$ cat config.mk
export PLATFORM = sky130hd
export DESIGN_NAME = scale_loader
export DESIGN_NICKNAME = d
export VERILOG_FILES = /design/src/common/dac_pkg.sv /design/src/rtl/scale_loader.sv
export SDC_FILE = /design/constraint.sdc
export NUM_CORES = 1
export LEC_CHECK = 0
export BUFFER_PORTS_ARGS = -buffer_cell sky130_fd_sc_hd__buf_4
export CAP_MARGIN = 30
export CORE_UTILIZATION = 47
export DETAILED_ROUTE_END_ITERATION = 8
export GPL_TIMING_DRIVEN = 0
export PLACE_DENSITY = 0.82
export SYNTH_ARGS = -nofsm -noshare
export SYNTH_HDL_FRONTEND = slang
export SYNTH_SLANG_ARGS = --single-unit
$ cat constraint.sdc
create_clock -name clk -period 2.6 [get_ports clk]
set_clock_uncertainty 0.1 [all_clocks]
set_input_delay 0.39 -clock clk [delete_from_list [all_inputs] [get_ports clk]]
set_output_delay 0.39 -clock clk [all_outputs]
set_load 0.02 [all_outputs]
$ cat src/common/dac_pkg.sv
package dac_pkg;

  // sample format of the DAC datapath
  localparam int SAMPLE_WIDTH = 16;
  localparam int PARALLEL_SAMPLES = 16;

  // signed fixed point scale with 2 integer bits and 16 fractional bits
  localparam int SCALE_WIDTH = 18;
  localparam int SCALE_FRAC_BITS = 16;

  typedef logic signed [SAMPLE_WIDTH-1:0] sample_t;
  typedef logic signed [SCALE_WIDTH-1:0] scale_t;

  // one beat of parallel samples with lane 0 in the low bits
  typedef struct packed {
    sample_t [PARALLEL_SAMPLES-1:0] samples;
  } sample_beat_t;

  // four-phase load request toward the scale loader
  typedef struct packed {
    logic req;
    scale_t scale;
  } scale_load_t;

endpackage

$ cat src/rtl/scale_loader.sv
`timescale 1ns/1ns

// four-phase req/ack responder holding the active scale factor
module scale_loader (
  input  logic                clk,
  input  logic                reset,
  input  dac_pkg::scale_load_t load,
  output logic                load_ack,
  output dac_pkg::scale_t     active_scale
);

  // unity gain in the scale's fixed point format
  localparam dac_pkg::scale_t SCALE_ONE = dac_pkg::scale_t'(1 << dac_pkg::SCALE_FRAC_BITS);

  typedef enum logic {
    st_idle,
    st_ack
  } state_t;

  state_t state;

  always_ff @(posedge clk) begin
    if (reset) begin
      state <= st_idle;
      active_scale <= SCALE_ONE;
    end else begin
      case (state)
        st_idle: begin
          // capture on the rising phase only
          if (load.req) begin
            active_scale <= load.scale;
            state <= st_ack;
          end
        end
        st_ack: begin
          // hold ack until the sender has released req
          if (!load.req) begin
            state <= st_idle;
          end
        end
        default: begin
          state <= st_idle;
        end
      endcase
    end
  end

  // ack is the state bit itself and comes straight from a flop
  assign load_ack = (state == st_ack);

endmodule

==> results.py <==
metrics = {
    "timing": {
        "rsz0062_at_grt": "no",
        "post-route-period-util_pct": 57.01,
        "relSlewSlack_pct": 74.01,
        "layout_min_cycle_time_ns": 1.482,
        "tightestPinTransition_ns": 0.3899,
        "finalMaxSlewViolations": 0,
        "setup_tns_ns": 0,
        "final_hold_viol_count": 0,
        "fmax_ghz": 0.6746,
        "setup_violations": 0,
    },
    "finish": {
        "nFillCells": 134,
        "n_antenna_cell": 0,
        "multi_input_area_sq_um": 412.9,
        "stdcell_count": 141,
        "final_nets": 147,
        "area_delta_synth_final_pct": 41.09,
        "seqCellArea_sq_um": 380.4,
        "final_layout_size_suffix_gt1_share_pct": 36.00,
    },
    "worst_setup_path": {
        "cp.required_ns": 2.11,
        "cp_cell_sequence": "buf_4",
        "cp-end-kind": "output pin",
        "cp.arrival_ns": 0.99,
        "path_class": "reg -> out",
        "cp_max_fo": 10,
        "worstSetupStartpointType": "flip-flop",
        "max_stage_delay_ns": 0.50,
        "crit_family": "flip-flops",
        "crit_buf_inv": 1,
        "crit_slowest_cell": "dfxtp_1",
    },
    "global_routing": {
        "grt_first_pass_wirelength_um": 3174,
        "overflow": 0,
        "grtUsageTotal_pct": 21.93,
        "grt_max_degree": 12,
        "antenna_found_initial": 0,
        "first_global_vias": 740,
    },
    "placed_design": {
        "globalplace.congestion": 0.7287,
        "dp_hpwl_um": 1384,
        "dp.cells": 137,
        "port_buffers": 39,
    },
    "clocking": {
        "cts_resized": 0,
        "clock_path_buffers": 2,
        "cts_hold_buf": 0,
        "cts_setup_buffers": 0,
        "cts.htree.levels": 1,
        "clkLatencyLatePin_ns": 0.29,
        "tritoncts": "built",
        "numCtsBuffers": 3,
        "root_buffer": "clkbuf_4",
        "cts_sinks": 19,
        "clk_pin_slew_worst_paths_ns": 0.12,
    },
    "synthesis": {
        "synth_area_leader_cell": "dfxtp_1",
        "synth_cell_types": 12,
        "muxShareOfSynthArea_pct": 1.208,
        "synth_seq_cells": 19,
        "syn_area_per_cell_sq_um": 10.10,
        "postSynthNetCount": 103,
        "yosys.area_share.simple_pct": 38.37,
        "synth_xor_area_share_pct": 0,
        "ys_top_cells_by_area": "dfxtp_1 46%, nand4bb_1 14%, nand2b_1 13%",
        "ys_seq_area_share_pct": 45.92,
        "synth_compound_area_share_pct": 10.27,
        "synthAdderAreaFrac_pct": 0,
        "syn_area_sq_um": 828.3,
        "yosys.area.top_type_share_pct": 45.92,
        "synth_top_family_by_area": "simple AND/OR/NAND/NOR gates",
        "yosysWarnings": 0,
        "syn_inst": 82,
    },
    "worst_hold_path": {
        "hold_class": "in -> reg",
    },
    "route": {
        "wl_per_cell_um": 13.62,
        "drt_iter0_drc": 10,
        "ant_nets": 0,
        "vias": 754,
        "drtPass1Iterations": 6,
        "routed_via_density": 5.348,
        "finalWirelength_um": 1921,
        "drc_errors": 4,
    },
    "floorplan": {
        "dieArea_sq_um": 1934,
        "die_y_um": 43.98,
        "ios": 40,
        "coreArea_sq_um": 1577,
        "fp-row-count": 14,
        "initial_core_util_pct": 52.54,
        "fp.dieW_um": 43.98,
    },
    "pwr": {
        "p_leak_nw": 0.4965,
        "irDropWorstVdd_v": 0.0004253,
        "power.density_nw_per_um2": 508.6,
    },
    "job": {
        "maxCapViolCount": 0,
    },
    "run_status": {
        "violations": "DRC",
        "status": "complete, but fails checks",
    },
}
==> cells in the final DEF (no fill, tap or decap) <==
cell / netlist / routed
nand2b_1: 17 / 17
buf_2: 1 / 1
buf_4: 0 / 39
buf_6: 1 / 1
nor2b_1: 2 / 2
or4bb_1: 7 / 7
nand4bb_1: 10 / 10
o21ai_0: 1 / 1
clkbuf_4: 0 / 3
clkinv_2: 0 / 1
mux2i_1: 1 / 1
o21ai_1: 16 / 16
clkbuf_1: 5 / 5
dfxtp_1: 19 / 19
nor2_1: 2 / 2
==> area by class of cell <==
class | count | area share (%)
buffer | 7 | 2.998
clock buffer | 3 | 1.927
clock inverter | 1 | 0.4283
multi-input combinational | 56 | 35.33
sequential | 19 | 32.55
tap | 16 | 1.713
timing repair buffer | 39 | 25.05
==> worst register-to-register path: stages, from the launching register on <==
cell	delay, ns
dfxtp_1	0.50
clkbuf_1	0.32
nand4bb_1	0.18
o21ai_1	0.07
==> registers in the layout, indices dropped and copies added, names as in the netlist <==
name	flops
active_scale	18
load_ack	1
==> metrics by stage <==
stage	worst slack, ns	area [sq um]	util, %	hold slack [ns]	power (W)
after floorplan	1.447	828.3	-	0.4397	0.0003880
after global placement	1.273	1141	72.38	0.3520	0.0004479
after detailed placement	1.256	1141	72.38	0.3579	0.0004505
after CTS	1.110	1169	74.13	0.2433	0.0005965
after global routing	1.069	1169	74.13	0.2452	0.0006212
final	1.118	1169	74.13	0.2441	0.0005944
==> routing by layer <==
metal | wire length (um) | share of wire (%) | vias to the layer above | track usage, %
met5 | 0 | 0 | - | 0
met4 | 13 | 0.68 | 0 | 9.091
met3 | 143 | 7.4 | 2 | 4.583
met2 | 947 | 49 | 25 | 36.72
met1 | 817 | 43 | 348 | 27.32
li1 | - | - | 379 | -
==> final timing paths <==
check | cells after the start | start | slack (ns) | endpoint
max | 1 | load_ack | 1.12 | load_ack
min | 3 | load[7] | 0.24 | active_scale[7]
max reg2reg | 3 | load_ack | 1.34 | active_scale[8]
min reg2reg | 2 | active_scale[2] | 0.37 | active_scale[2]
==> Yosys cell counts <==
library cell and count:
buf_2 1, dfxtp_1 19, nand2b_1 17, mux2i_1 1
nand4bb_1 10, clkbuf_1 5, nor2b_1 2, buf_6 1
o21ai_0 1, o21ai_1 16, nor2_1 2, or4bb_1 7
==> report_power, final <==
| part | internal [W] | leakage (nW) | switching, W |
|---|---|---|---|
| Combinational | 0.0000658 | 0.322 | 0.0000582 |
| Sequential | 0.000309 | 0.156 | 0.0000105 |
| Clock | 0.0000573 | 0.0177 | 0.0000939 |
| Total | 0.000432 | 0.497 | 0.000163 |
==> cell families after synthesis <==
family | count (synthesis)
DFF | 19
AOI/OAI and AO/OA | 17
muxes | 1
buffers and inverters | 7
and+or+nand+nor | 38
Power figures use the tool's default switching activity.
