### config.mk
export PLATFORM = sky130hd
export DESIGN_NAME = beat_skid_buffer
export DESIGN_NICKNAME = d
export VERILOG_FILES = /design/src/common/dac_pkg.sv /design/src/dac_prescaler/beat_skid_buffer.sv
export SDC_FILE = /design/constraint.sdc
export NUM_CORES = 1
export LEC_CHECK = 0
export ABC_AREA = 1
export CAP_MARGIN = 0
export CORE_MARGIN = 4
export CORE_UTILIZATION = 30
export DETAILED_ROUTE_END_ITERATION = 10
export DONT_BUFFER_PORTS = 1
export GPL_TIMING_DRIVEN = 0
export SYNTH_ARGS = -nofsm -noshare
export SYNTH_HDL_FRONTEND = slang
export SYNTH_SLANG_ARGS = --single-unit
### constraint.sdc
create_clock -name clk -period 17.9 [get_ports clk]
set_input_delay 0 -clock clk [delete_from_list [all_inputs] [get_ports clk]]
set_output_delay 0 -clock clk [all_outputs]
set_load 0.01 [all_outputs]
### src/common/dac_pkg.sv
package dac_pkg;

  // sample format of the DAC datapath
  localparam int SAMPLE_WIDTH = 16;
  localparam int PARALLEL_SAMPLES = 16;

  // signed fixed point scale with 2 integer bits and 16 fractional bits
  localparam int SCALE_WIDTH = 18;
  localparam int SCALE_FRAC_BITS = 16;

  typedef logic signed [SAMPLE_WIDTH-1:0] sample_t;
  typedef logic signed [SCALE_WIDTH-1:0] scale_t;

  // one beat of parallel samples with lane 0 in the low bits
  typedef struct packed {
    sample_t [PARALLEL_SAMPLES-1:0] samples;
  } sample_beat_t;

  // four-phase load request toward the scale loader
  typedef struct packed {
    logic req;
    scale_t scale;
  } scale_load_t;

endpackage

### src/dac_prescaler/beat_skid_buffer.sv
`timescale 1ns/1ns

// two-entry buffer made of an output register plus one skid entry
module beat_skid_buffer (
  input  logic                  clk,
  input  logic                  reset,
  input  logic                  in_valid,
  output logic                  in_ready,
  input  dac_pkg::sample_beat_t in_beat,
  output logic                  out_valid,
  input  logic                  out_ready,
  output dac_pkg::sample_beat_t out_beat
);

  logic                  skid_valid;
  dac_pkg::sample_beat_t skid_beat;
  logic                  push;
  logic                  out_free;

  // ready depends only on the skid flop and never on out_ready
  assign in_ready = !skid_valid;
  assign push = in_valid && in_ready;
  // output register empties or is read this cycle
  assign out_free = out_ready || !out_valid;

  always_ff @(posedge clk) begin
    if (reset) begin
      out_valid <= 1'b0;
      skid_valid <= 1'b0;
    end else if (out_free) begin
      // the older skid entry drains first
      if (skid_valid) begin
        out_valid <= 1'b1;
        skid_valid <= 1'b0;
      end else begin
        out_valid <= push;
      end
    end else if (push) begin
      skid_valid <= 1'b1;
    end
  end

  always_ff @(posedge clk) begin
    if (out_free) begin
      if (skid_valid) begin
        out_beat <= skid_beat;
      end else if (push) begin
        out_beat <= in_beat;
      end
    end
  end

  // park the incoming beat while the output is stalled
  always_ff @(posedge clk) begin
    if (push && !out_free) begin
      skid_beat <= in_beat;
    end
  end

endmodule

==> results of run 1 <==
registers in the layout, indices dropped and copies added (netlist names):
signal / flops
out_valid: 1
skid_valid: 1
out_beat: 256
skid_beat: 256
Yosys cell counts:
master / count
nand2_1: 769
edfxtp_1: 512
buf_2: 25
buf_6: 17
buf_4: 13
nor2_1: 3
clkbuf_1: 2
dfxtp_1: 2
inv_1: 2
nand3_1: 2
a21oi_1: 1
inv_4: 1
o21ai_0: 1
layer usage:
metal	part of all wire (%)	track usage [%]	vias up
li1	-	-	5279
met1	38	16.73	5413
met2	49	24.44	512
met3	8.2	4.805	142
met4	4.5	6.647	8
met5	0.11	0	-
worst paths after layout:
path / to / slack, ns
setup / recovery: out_beat[112] / 15.35
setup reg to reg: out_beat[112] / 15.35
hold / removal: skid_beat[25] / 0.07
hold reg to reg: out_beat[245] / 0.51
through the flow:
stage | TNS (ns) | hold slack (ns) | cells
floorplan | 0 | 0.09887 | 1350
global route | 0 | 0.02781 | 2570
finish | 0 | 0.07069 | 2574
detailed placement | 0 | 0.09897 | 2205
CTS | 0 | 0.01734 | 2569
global placement | -644.19 | 0.09897 | 2187
placed cells by master, fill, tap and decap left out, drive strengths merged:
cell type    synthesis  final
clkbuf               2     73
o21ai                1      1
nor2                 3      3
edfxtp             512    512
bufinv               0      7
inv                  3      6
clkinv               0     19
dfxtp                2      2
diode                0      5
dlygate4sd3          0    262
nand2              769    769
nand3                2      2
clkinvlp             0      2
a21oi                1      1
buf                 55     73
final cells by class:
cell class | count | area share [%]
well taps | 837 | 4.252
diodes | 5 | 0.05080
repair buffers | 280 | 12.17
inverters | 3 | 0.05588
multi-input cells | 776 | 11.92
plain buffers | 57 | 1.712
flip-flops and latches | 514 | 62.59
clock buffers | 71 | 5.832
clock inverters | 31 | 1.412
kinds of logic (layout without fill, tap and decap cells):
family / after synthesis / in the layout / share of synthesized area [%]
AND/OR/NAND/NOR: 774 / 774 / 15.49
flip-flops: 514 / 514 / 82.13
buffers and inverters: 60 / 442 / 2.320
other: 0 / 5 / 0
AO/OA/AOI/OAI: 2 / 2 / 0.05328
report_power, final:
part	switching (uW)	leakage, uW	internal (uW)
Combinational	82.4	0.00374	67.2
Clock	468	0.000866	668
Sequential	51.5	0.00483	1400
worst max-delay path, cell delays in order, from the launching register on:
cell	delay, ns
dfxtp_1	0.31
buf_4	0.18
buf_4	0.22
nor2_1	0.13
a21oi_4	0.47
buf_16	0.24
buf_12	0.21
buf_12	0.22
buf_12	0.22
what timing repair did:
action / CTS / global route
hold buffers: 262 / 0
hold endpoints to repair: 549 / 0
resized for setup: 0 / 0
==> results summary, run 1 <==
The flow ran to the end, and the final reports show no timing, DRC or antenna violations. The startpoint kind of the worst setup timing path is a flop. The Yosys step of the flow raised 0 warnings. The share of the clock period used by the worst path after layout came out at 14.27%. The number of cells on the worst reg-to-reg path came out at 8. In the final layout, the share of cells above drive strength 1 is 8.891%. By area the synthesized netlist is led by edfxtp_1, nand2_1, buf_6, buf_2, buf_4. The initial core utilization is 30.36%. The final number of max-transition violations came out at 0. The number of fillers in the final layout is roughly 5600. edfxtp_1 takes more of the synthesized area than any other cell. The number of antenna violations at the first check in global routing was 8. The routability-driven placement congestion ratio came out at 0.8268. The worst hold path belongs to the class in -> reg.

The top-level I/O count is ~520. The final total power came out at 2737 uW. The average routed wire per standard cell came out at 19.52 microns. Relative to the synthesized area, the layout overhead comes to 31.23%. The clock tree from TritonCTS is yes. CTS placed an instance of clkbuf_16 at the clock tree root. Once layout is done, the placed cells without fillers occupy 0.02463 sq mm.

The cell leakage power came out at 0.009436 uW. The timing-limited maximum frequency is 391.5 MHz. The overflow left after global routing is 0. The tool flagged a number of max-cap violations equal to 0. The slew at the pin closest to its max-slew limit came out at 0.8339 ns. The final setup violation count is 0. Of all nets on the critical path, the largest fanout is 30. The post-layout utilization of the core is 39.84%. The maximum root-to-sink buffer count is 3. The area enclosed by the die boundary came out at 0.06663 sq mm. The number of global-route vias before repair came out at 11670. The cell count after synthesis is 1350. In this run the cell area of the synthesized design comes to 0.01877 sq mm.

Power spread over the standard cell area amounts to 111.1 mW/mm^2. The worst pin sits at a relative slew slack of between 40% and 50%. The placed wire-length estimate came out at approximately 34000 microns. The depth of the worst hold-timing path is 1. CTS built an H-tree with a depth of 2.

The fraction of synthesized cell area taken by the top area cell type came out at a little over 80%. Synthesis instantiated 13 different standard cells from the library. In this run the most critical hold path is launched from in_beat[25]. For this run, the detailed router's first-pass iteration total came to 5. The global-route usage over all layers is 14.47%. The area of all sequential standard cells is 0.01541 sq mm. The worst setup path is of the reg -> reg kind. The die outline height is 258.1 microns. The endpoint type of the worst setup path is a flop.

The horizontal extent of the die came out at approximately 260 microns. The number of hold violations in the final report came out at 0. The wire length of the first global-routing pass came out at between 70000 and 80000 microns. The via density per instance is 4.411.

The share of the yosys chip area belonging to registers is 82.13%. In this run, the number of DRC markers left after iteration 0 of detailed routing was between 1000 and 1500. In this run the worst setup path begins at skid_valid.

The worst register-to-register path begins at skid_valid. The remaining number of nets flagged by the antenna check after routing is 0. The count of standard-cell rows came out at 91. The setup slack of the critical path after layout came out at 15.35 ns.

The clock period could shrink to around 2.6 ns. The clock-pin transition on the worst setup and hold timing paths is 0.06 ns. The floorplan step defined a core boundary enclosing 0.06183 sq mm.

The number of buffers created by CTS is between 50 and 60. Across all layers, the routed design uses 11350 vias. The number of synthesized register bits came out at 514. The total placed instance area is 0.02021 sq mm.

Data on the critical path arrives at its endpoint at 2.83 ns. During placement, the flow inserted port buffers numbering 0. The total area of multi-input combinational cells is approximately 0.0029 sq mm. The largest net degree at the start of global routing came out at 36.

The peak supply drop came out at 58.15 uV. The setup skew after layout came out at 0.01618 ns. For this design, the sink count on the clock tree is between 500 and 600. Setup repair after global routing left no endpoint under its margin. For the worst-skew pair, the clock arrives at the later sink with an insertion delay of 0.59 ns.

The total number of nets in the final design came out at a little under 2000. Data on the critical path is required at its endpoint by 18.18 ns. The post-placement setup slack is 15.34 ns. The number of DRC violations after detailed routing is 0. Averaged over all synthesized cells, the footprint is 13.90 sq um. The final wirelength came out at 50240 microns. The setup fix buffers added after clock tree synthesis came out at 0. The number of nets in the synthesized netlist is around 1600.
(Power assumes the default switching activity.)
==> run 2, diff against run 1 <==
clock period = 2.6 ns   (was 17.9 ns; I/O delays follow)
==> results summary, run 2 (synthesis results as in run 1) <==
The flow ran to the end, and the final reports show no timing, DRC or antenna violations. The combinational group share of total power is 5.7% (+0.2 points). The die outline height is 258.1 microns (unchanged).

The number of buffers created by CTS is 54 (-1.8%). The count of standard-cell rows came out at 91 (unchanged). Relative to the synthesized area, the layout overhead comes to 31.91%. The routability-driven placement congestion ratio came to 0.8499 (+2.8%). The slew at the pin closest to its max-slew limit is 0.4775 ns (-0.3563 ns). The count of port buffers added during placement came out at 0 (unchanged). The endpoint type of the worst setup path is a flop. In the layout the commonest cells are nand2_1, edfxtp_1, dlygate4sd3_1, clkbuf_16, buf_2. The sequential group share of total power is 53.7% (+0.7 points).

The required time at the worst-slack endpoint is 2.89 ns (-15.29 ns). The total number of nets in the final design is 1953 (+0.31%). The final setup violation count is 0 (unchanged). The core outline area was 0.06183 sq mm (unchanged). The maximum root-to-sink buffer count is 3 (unchanged). The largest registers in the layout are out_beat x256, skid_beat x256. The initial core utilization was 30.36% (unchanged). The total placed instance area is 0.02034 sq mm (+0.64%). The wire length of the first global-routing pass came to 72880 microns (-1.2%). The count of TritonRoute iterations in the first routing pass was 5 (unchanged). The vias after detailed routing is 11390 (+0.30%). The area enclosed by the die boundary is 0.06663 sq mm (unchanged). TritonCTS built the clock tree. The final wirelength came out at 49120 microns (-2.2%). The cell-internal power came out at 14430 uW (+580%).

The number of maximum-capacitance constraint violations is 0 (unchanged). The setup skew after layout came out at 0.01582 ns (-0.0003635 ns). The fraction of layout instances using a drive strength above 1 is 9.793% (+0.90 points). The peak supply drop came out at 471.5 uV (+710%). The power per unit of standard cell area is 752.0 mW/mm^2 (+580%).

STA classifies the critical path startpoint as a flop. The clock latency reported for the late side of the worst-skew pair came out at 0.58 ns (about the same). Setup repair after global routing left no endpoint under its margin.

The final number of max-transition violations is 0 (unchanged). The number of gates resized after CTS is 0 (unchanged). The time the worst path needs with I/O delays and setup is 2.410 ns (-0.1440 ns). The buffer type at the clock tree root is clkbuf_16. The classification of the worst-slack hold path is in -> reg. The clock-pin transition on the worst setup and hold timing paths is 0.06 ns (about the same). The final total power came out at 18620 uW (+580%).

The number of H-tree branching levels came out at 2 (unchanged). The placed wire-length estimate is 33980 microns (+0.56%). The switching power came to 4190 uW (+600%).

The worst hold slack across all endpoints came out at 0.06716 ns (-0.003529 ns). The final cell area excluding filler cells came out at 0.02476 sq mm (+0.52%). The switching part of the total power came out at 22.51% (+0.53 points). The largest net degree at the start of global routing came to 35 (-2.8%). The remaining number of nets flagged by the antenna check after routing came to 0 (unchanged). The placed cell count is 2208 (+0.14%). The library cell used most frequently in the layout, excluding fill and tap cells, is nand2_1. The via density per instance was 4.421 (+0.22%). The global-route usage over all layers is 14.12% (-0.35 points). The number of DRC violations after detailed-routing iteration 0 came out at 984 (-3.4%).

By startpoint and endpoint, the worst setup path is classified as reg -> reg. The number of hold violations in the final report came to 0 (unchanged). The horizontal extent of the die came out at 258.1 microns (unchanged). The share of the clock period used by the worst path after layout came out at 92.71% (+78 points).

The share of total power in the clock network is 40.6% (-0.9 points). The worst slew slack as a fraction of its limit is 68.16% (+24 points). The number of clock sinks came out at 514 (unchanged).

The number of global-route vias before repair is 11730 (+0.50%). The timing-limited maximum frequency was 414.9 MHz (+6.0%). The peak fanout along the critical path is 29 (-3.3%). The average routed wire per standard cell was 19.07 microns (-2.3%). The top-level I/O count came to 518 (unchanged). The arrival time at the worst endpoint came to 2.70 ns (-0.13 ns). The non-filler instance count after layout came out at 2576 (+0.078%). The overflow left after global routing came out at 0 (unchanged). The cell leakage power is 0.009475 uW (+0.42%). The number of DRC violations after detailed routing is 0 (unchanged). The number of antenna violations at the first check in global routing is 5 (-3).
==> run 2: cell types whose count changed in the layout (fill, tap and decap cells not counted), moves of 3 or more <==
cell	change
buf_16	+7
buf_12	-3
clkbuf_1	-9
bufinv_16	-3
clkinvlp_4	+7
==> run 2: worst max-delay path, stage by stage, from the launching register on <==
cell	delay, ns
dfxtp_2	0.32
buf_6	0.18
buf_6	0.17
nor2_4	0.05
a21oi_4	0.27
buf_12	0.24
buf_12	0.22
buf_12	0.22
buf_16	0.21
buf_16	0.17
==> run 2: repair_timing <==
item | CTS | global route
setup buffers | 4 | 0
endpoints found under the setup margin | 40 | 0
hold buffers | 262 | 0
hold endpoints to repair | 588 | 0
==> run 2: layer usage <==
| layer | vias to the layer above | wire length [microns] | track usage (%) |
|---|---|---|---|
| li1 | 5274 | - | - |
| met1 | 5461 | 18860 | 16.82 |
| met2 | 531 | 24160 | 23.86 |
| met3 | 120 | 4138 | 4.433 |
| met4 | 2 | 1949 | 5.667 |
| met5 | - | 16 | 0 |
==> run 2: worst paths after layout <==
check	startpoint	endpoint	slack (ns)	cells after the start
max	skid_valid	out_beat[112]	0.19	9
max reg2reg	skid_valid	out_beat[112]	0.19	9
min reg2reg	skid_beat[135]	out_beat[135]	0.51	2
min	in_beat[202]	skid_beat[202]	0.07	1
==> run 2: area by class of cell <==
class | instances | area, sq um
fill | 5547 | 37070
sequential | 514 | 15420
timing repair buffer | 287 | 3153
multi-input combinational | 776 | 2944
clock buffer | 62 | 1403
tap | 837 | 1047
buffer | 57 | 429.2
clock inverter | 37 | 342.8
inverter | 3 | 13.76
antenna | 3 | 7.507
==> run 2: power by group through the flow <==
stage          sequential [uW]  combinational (uW)  clock [uW]
6_report                  9990                1060        7560
3_5_place_dp             10200                 662           0
5_1_grt                  10000                1180        8110
3_3_place_gp             10300                 535           0
2_1_floorplan            10100                 393           0
4_1_cts                  10000                1060        7760
==> run 2: stage by stage <==
step | setup slack [ns] | setup TNS (ns) | util (%)
3_3_place_gp | -4.804 | -2288.60 | 32.11
6_report | 0.1896 | 0 | 40.04
2_1_floorplan | -2.590 | -1234.73 | -
4_1_cts | 0.1412 | 0 | 40.03
5_1_grt | 0.03213 | 0 | 40.04
3_5_place_dp | -0.05311 | -1.185 | 32.90
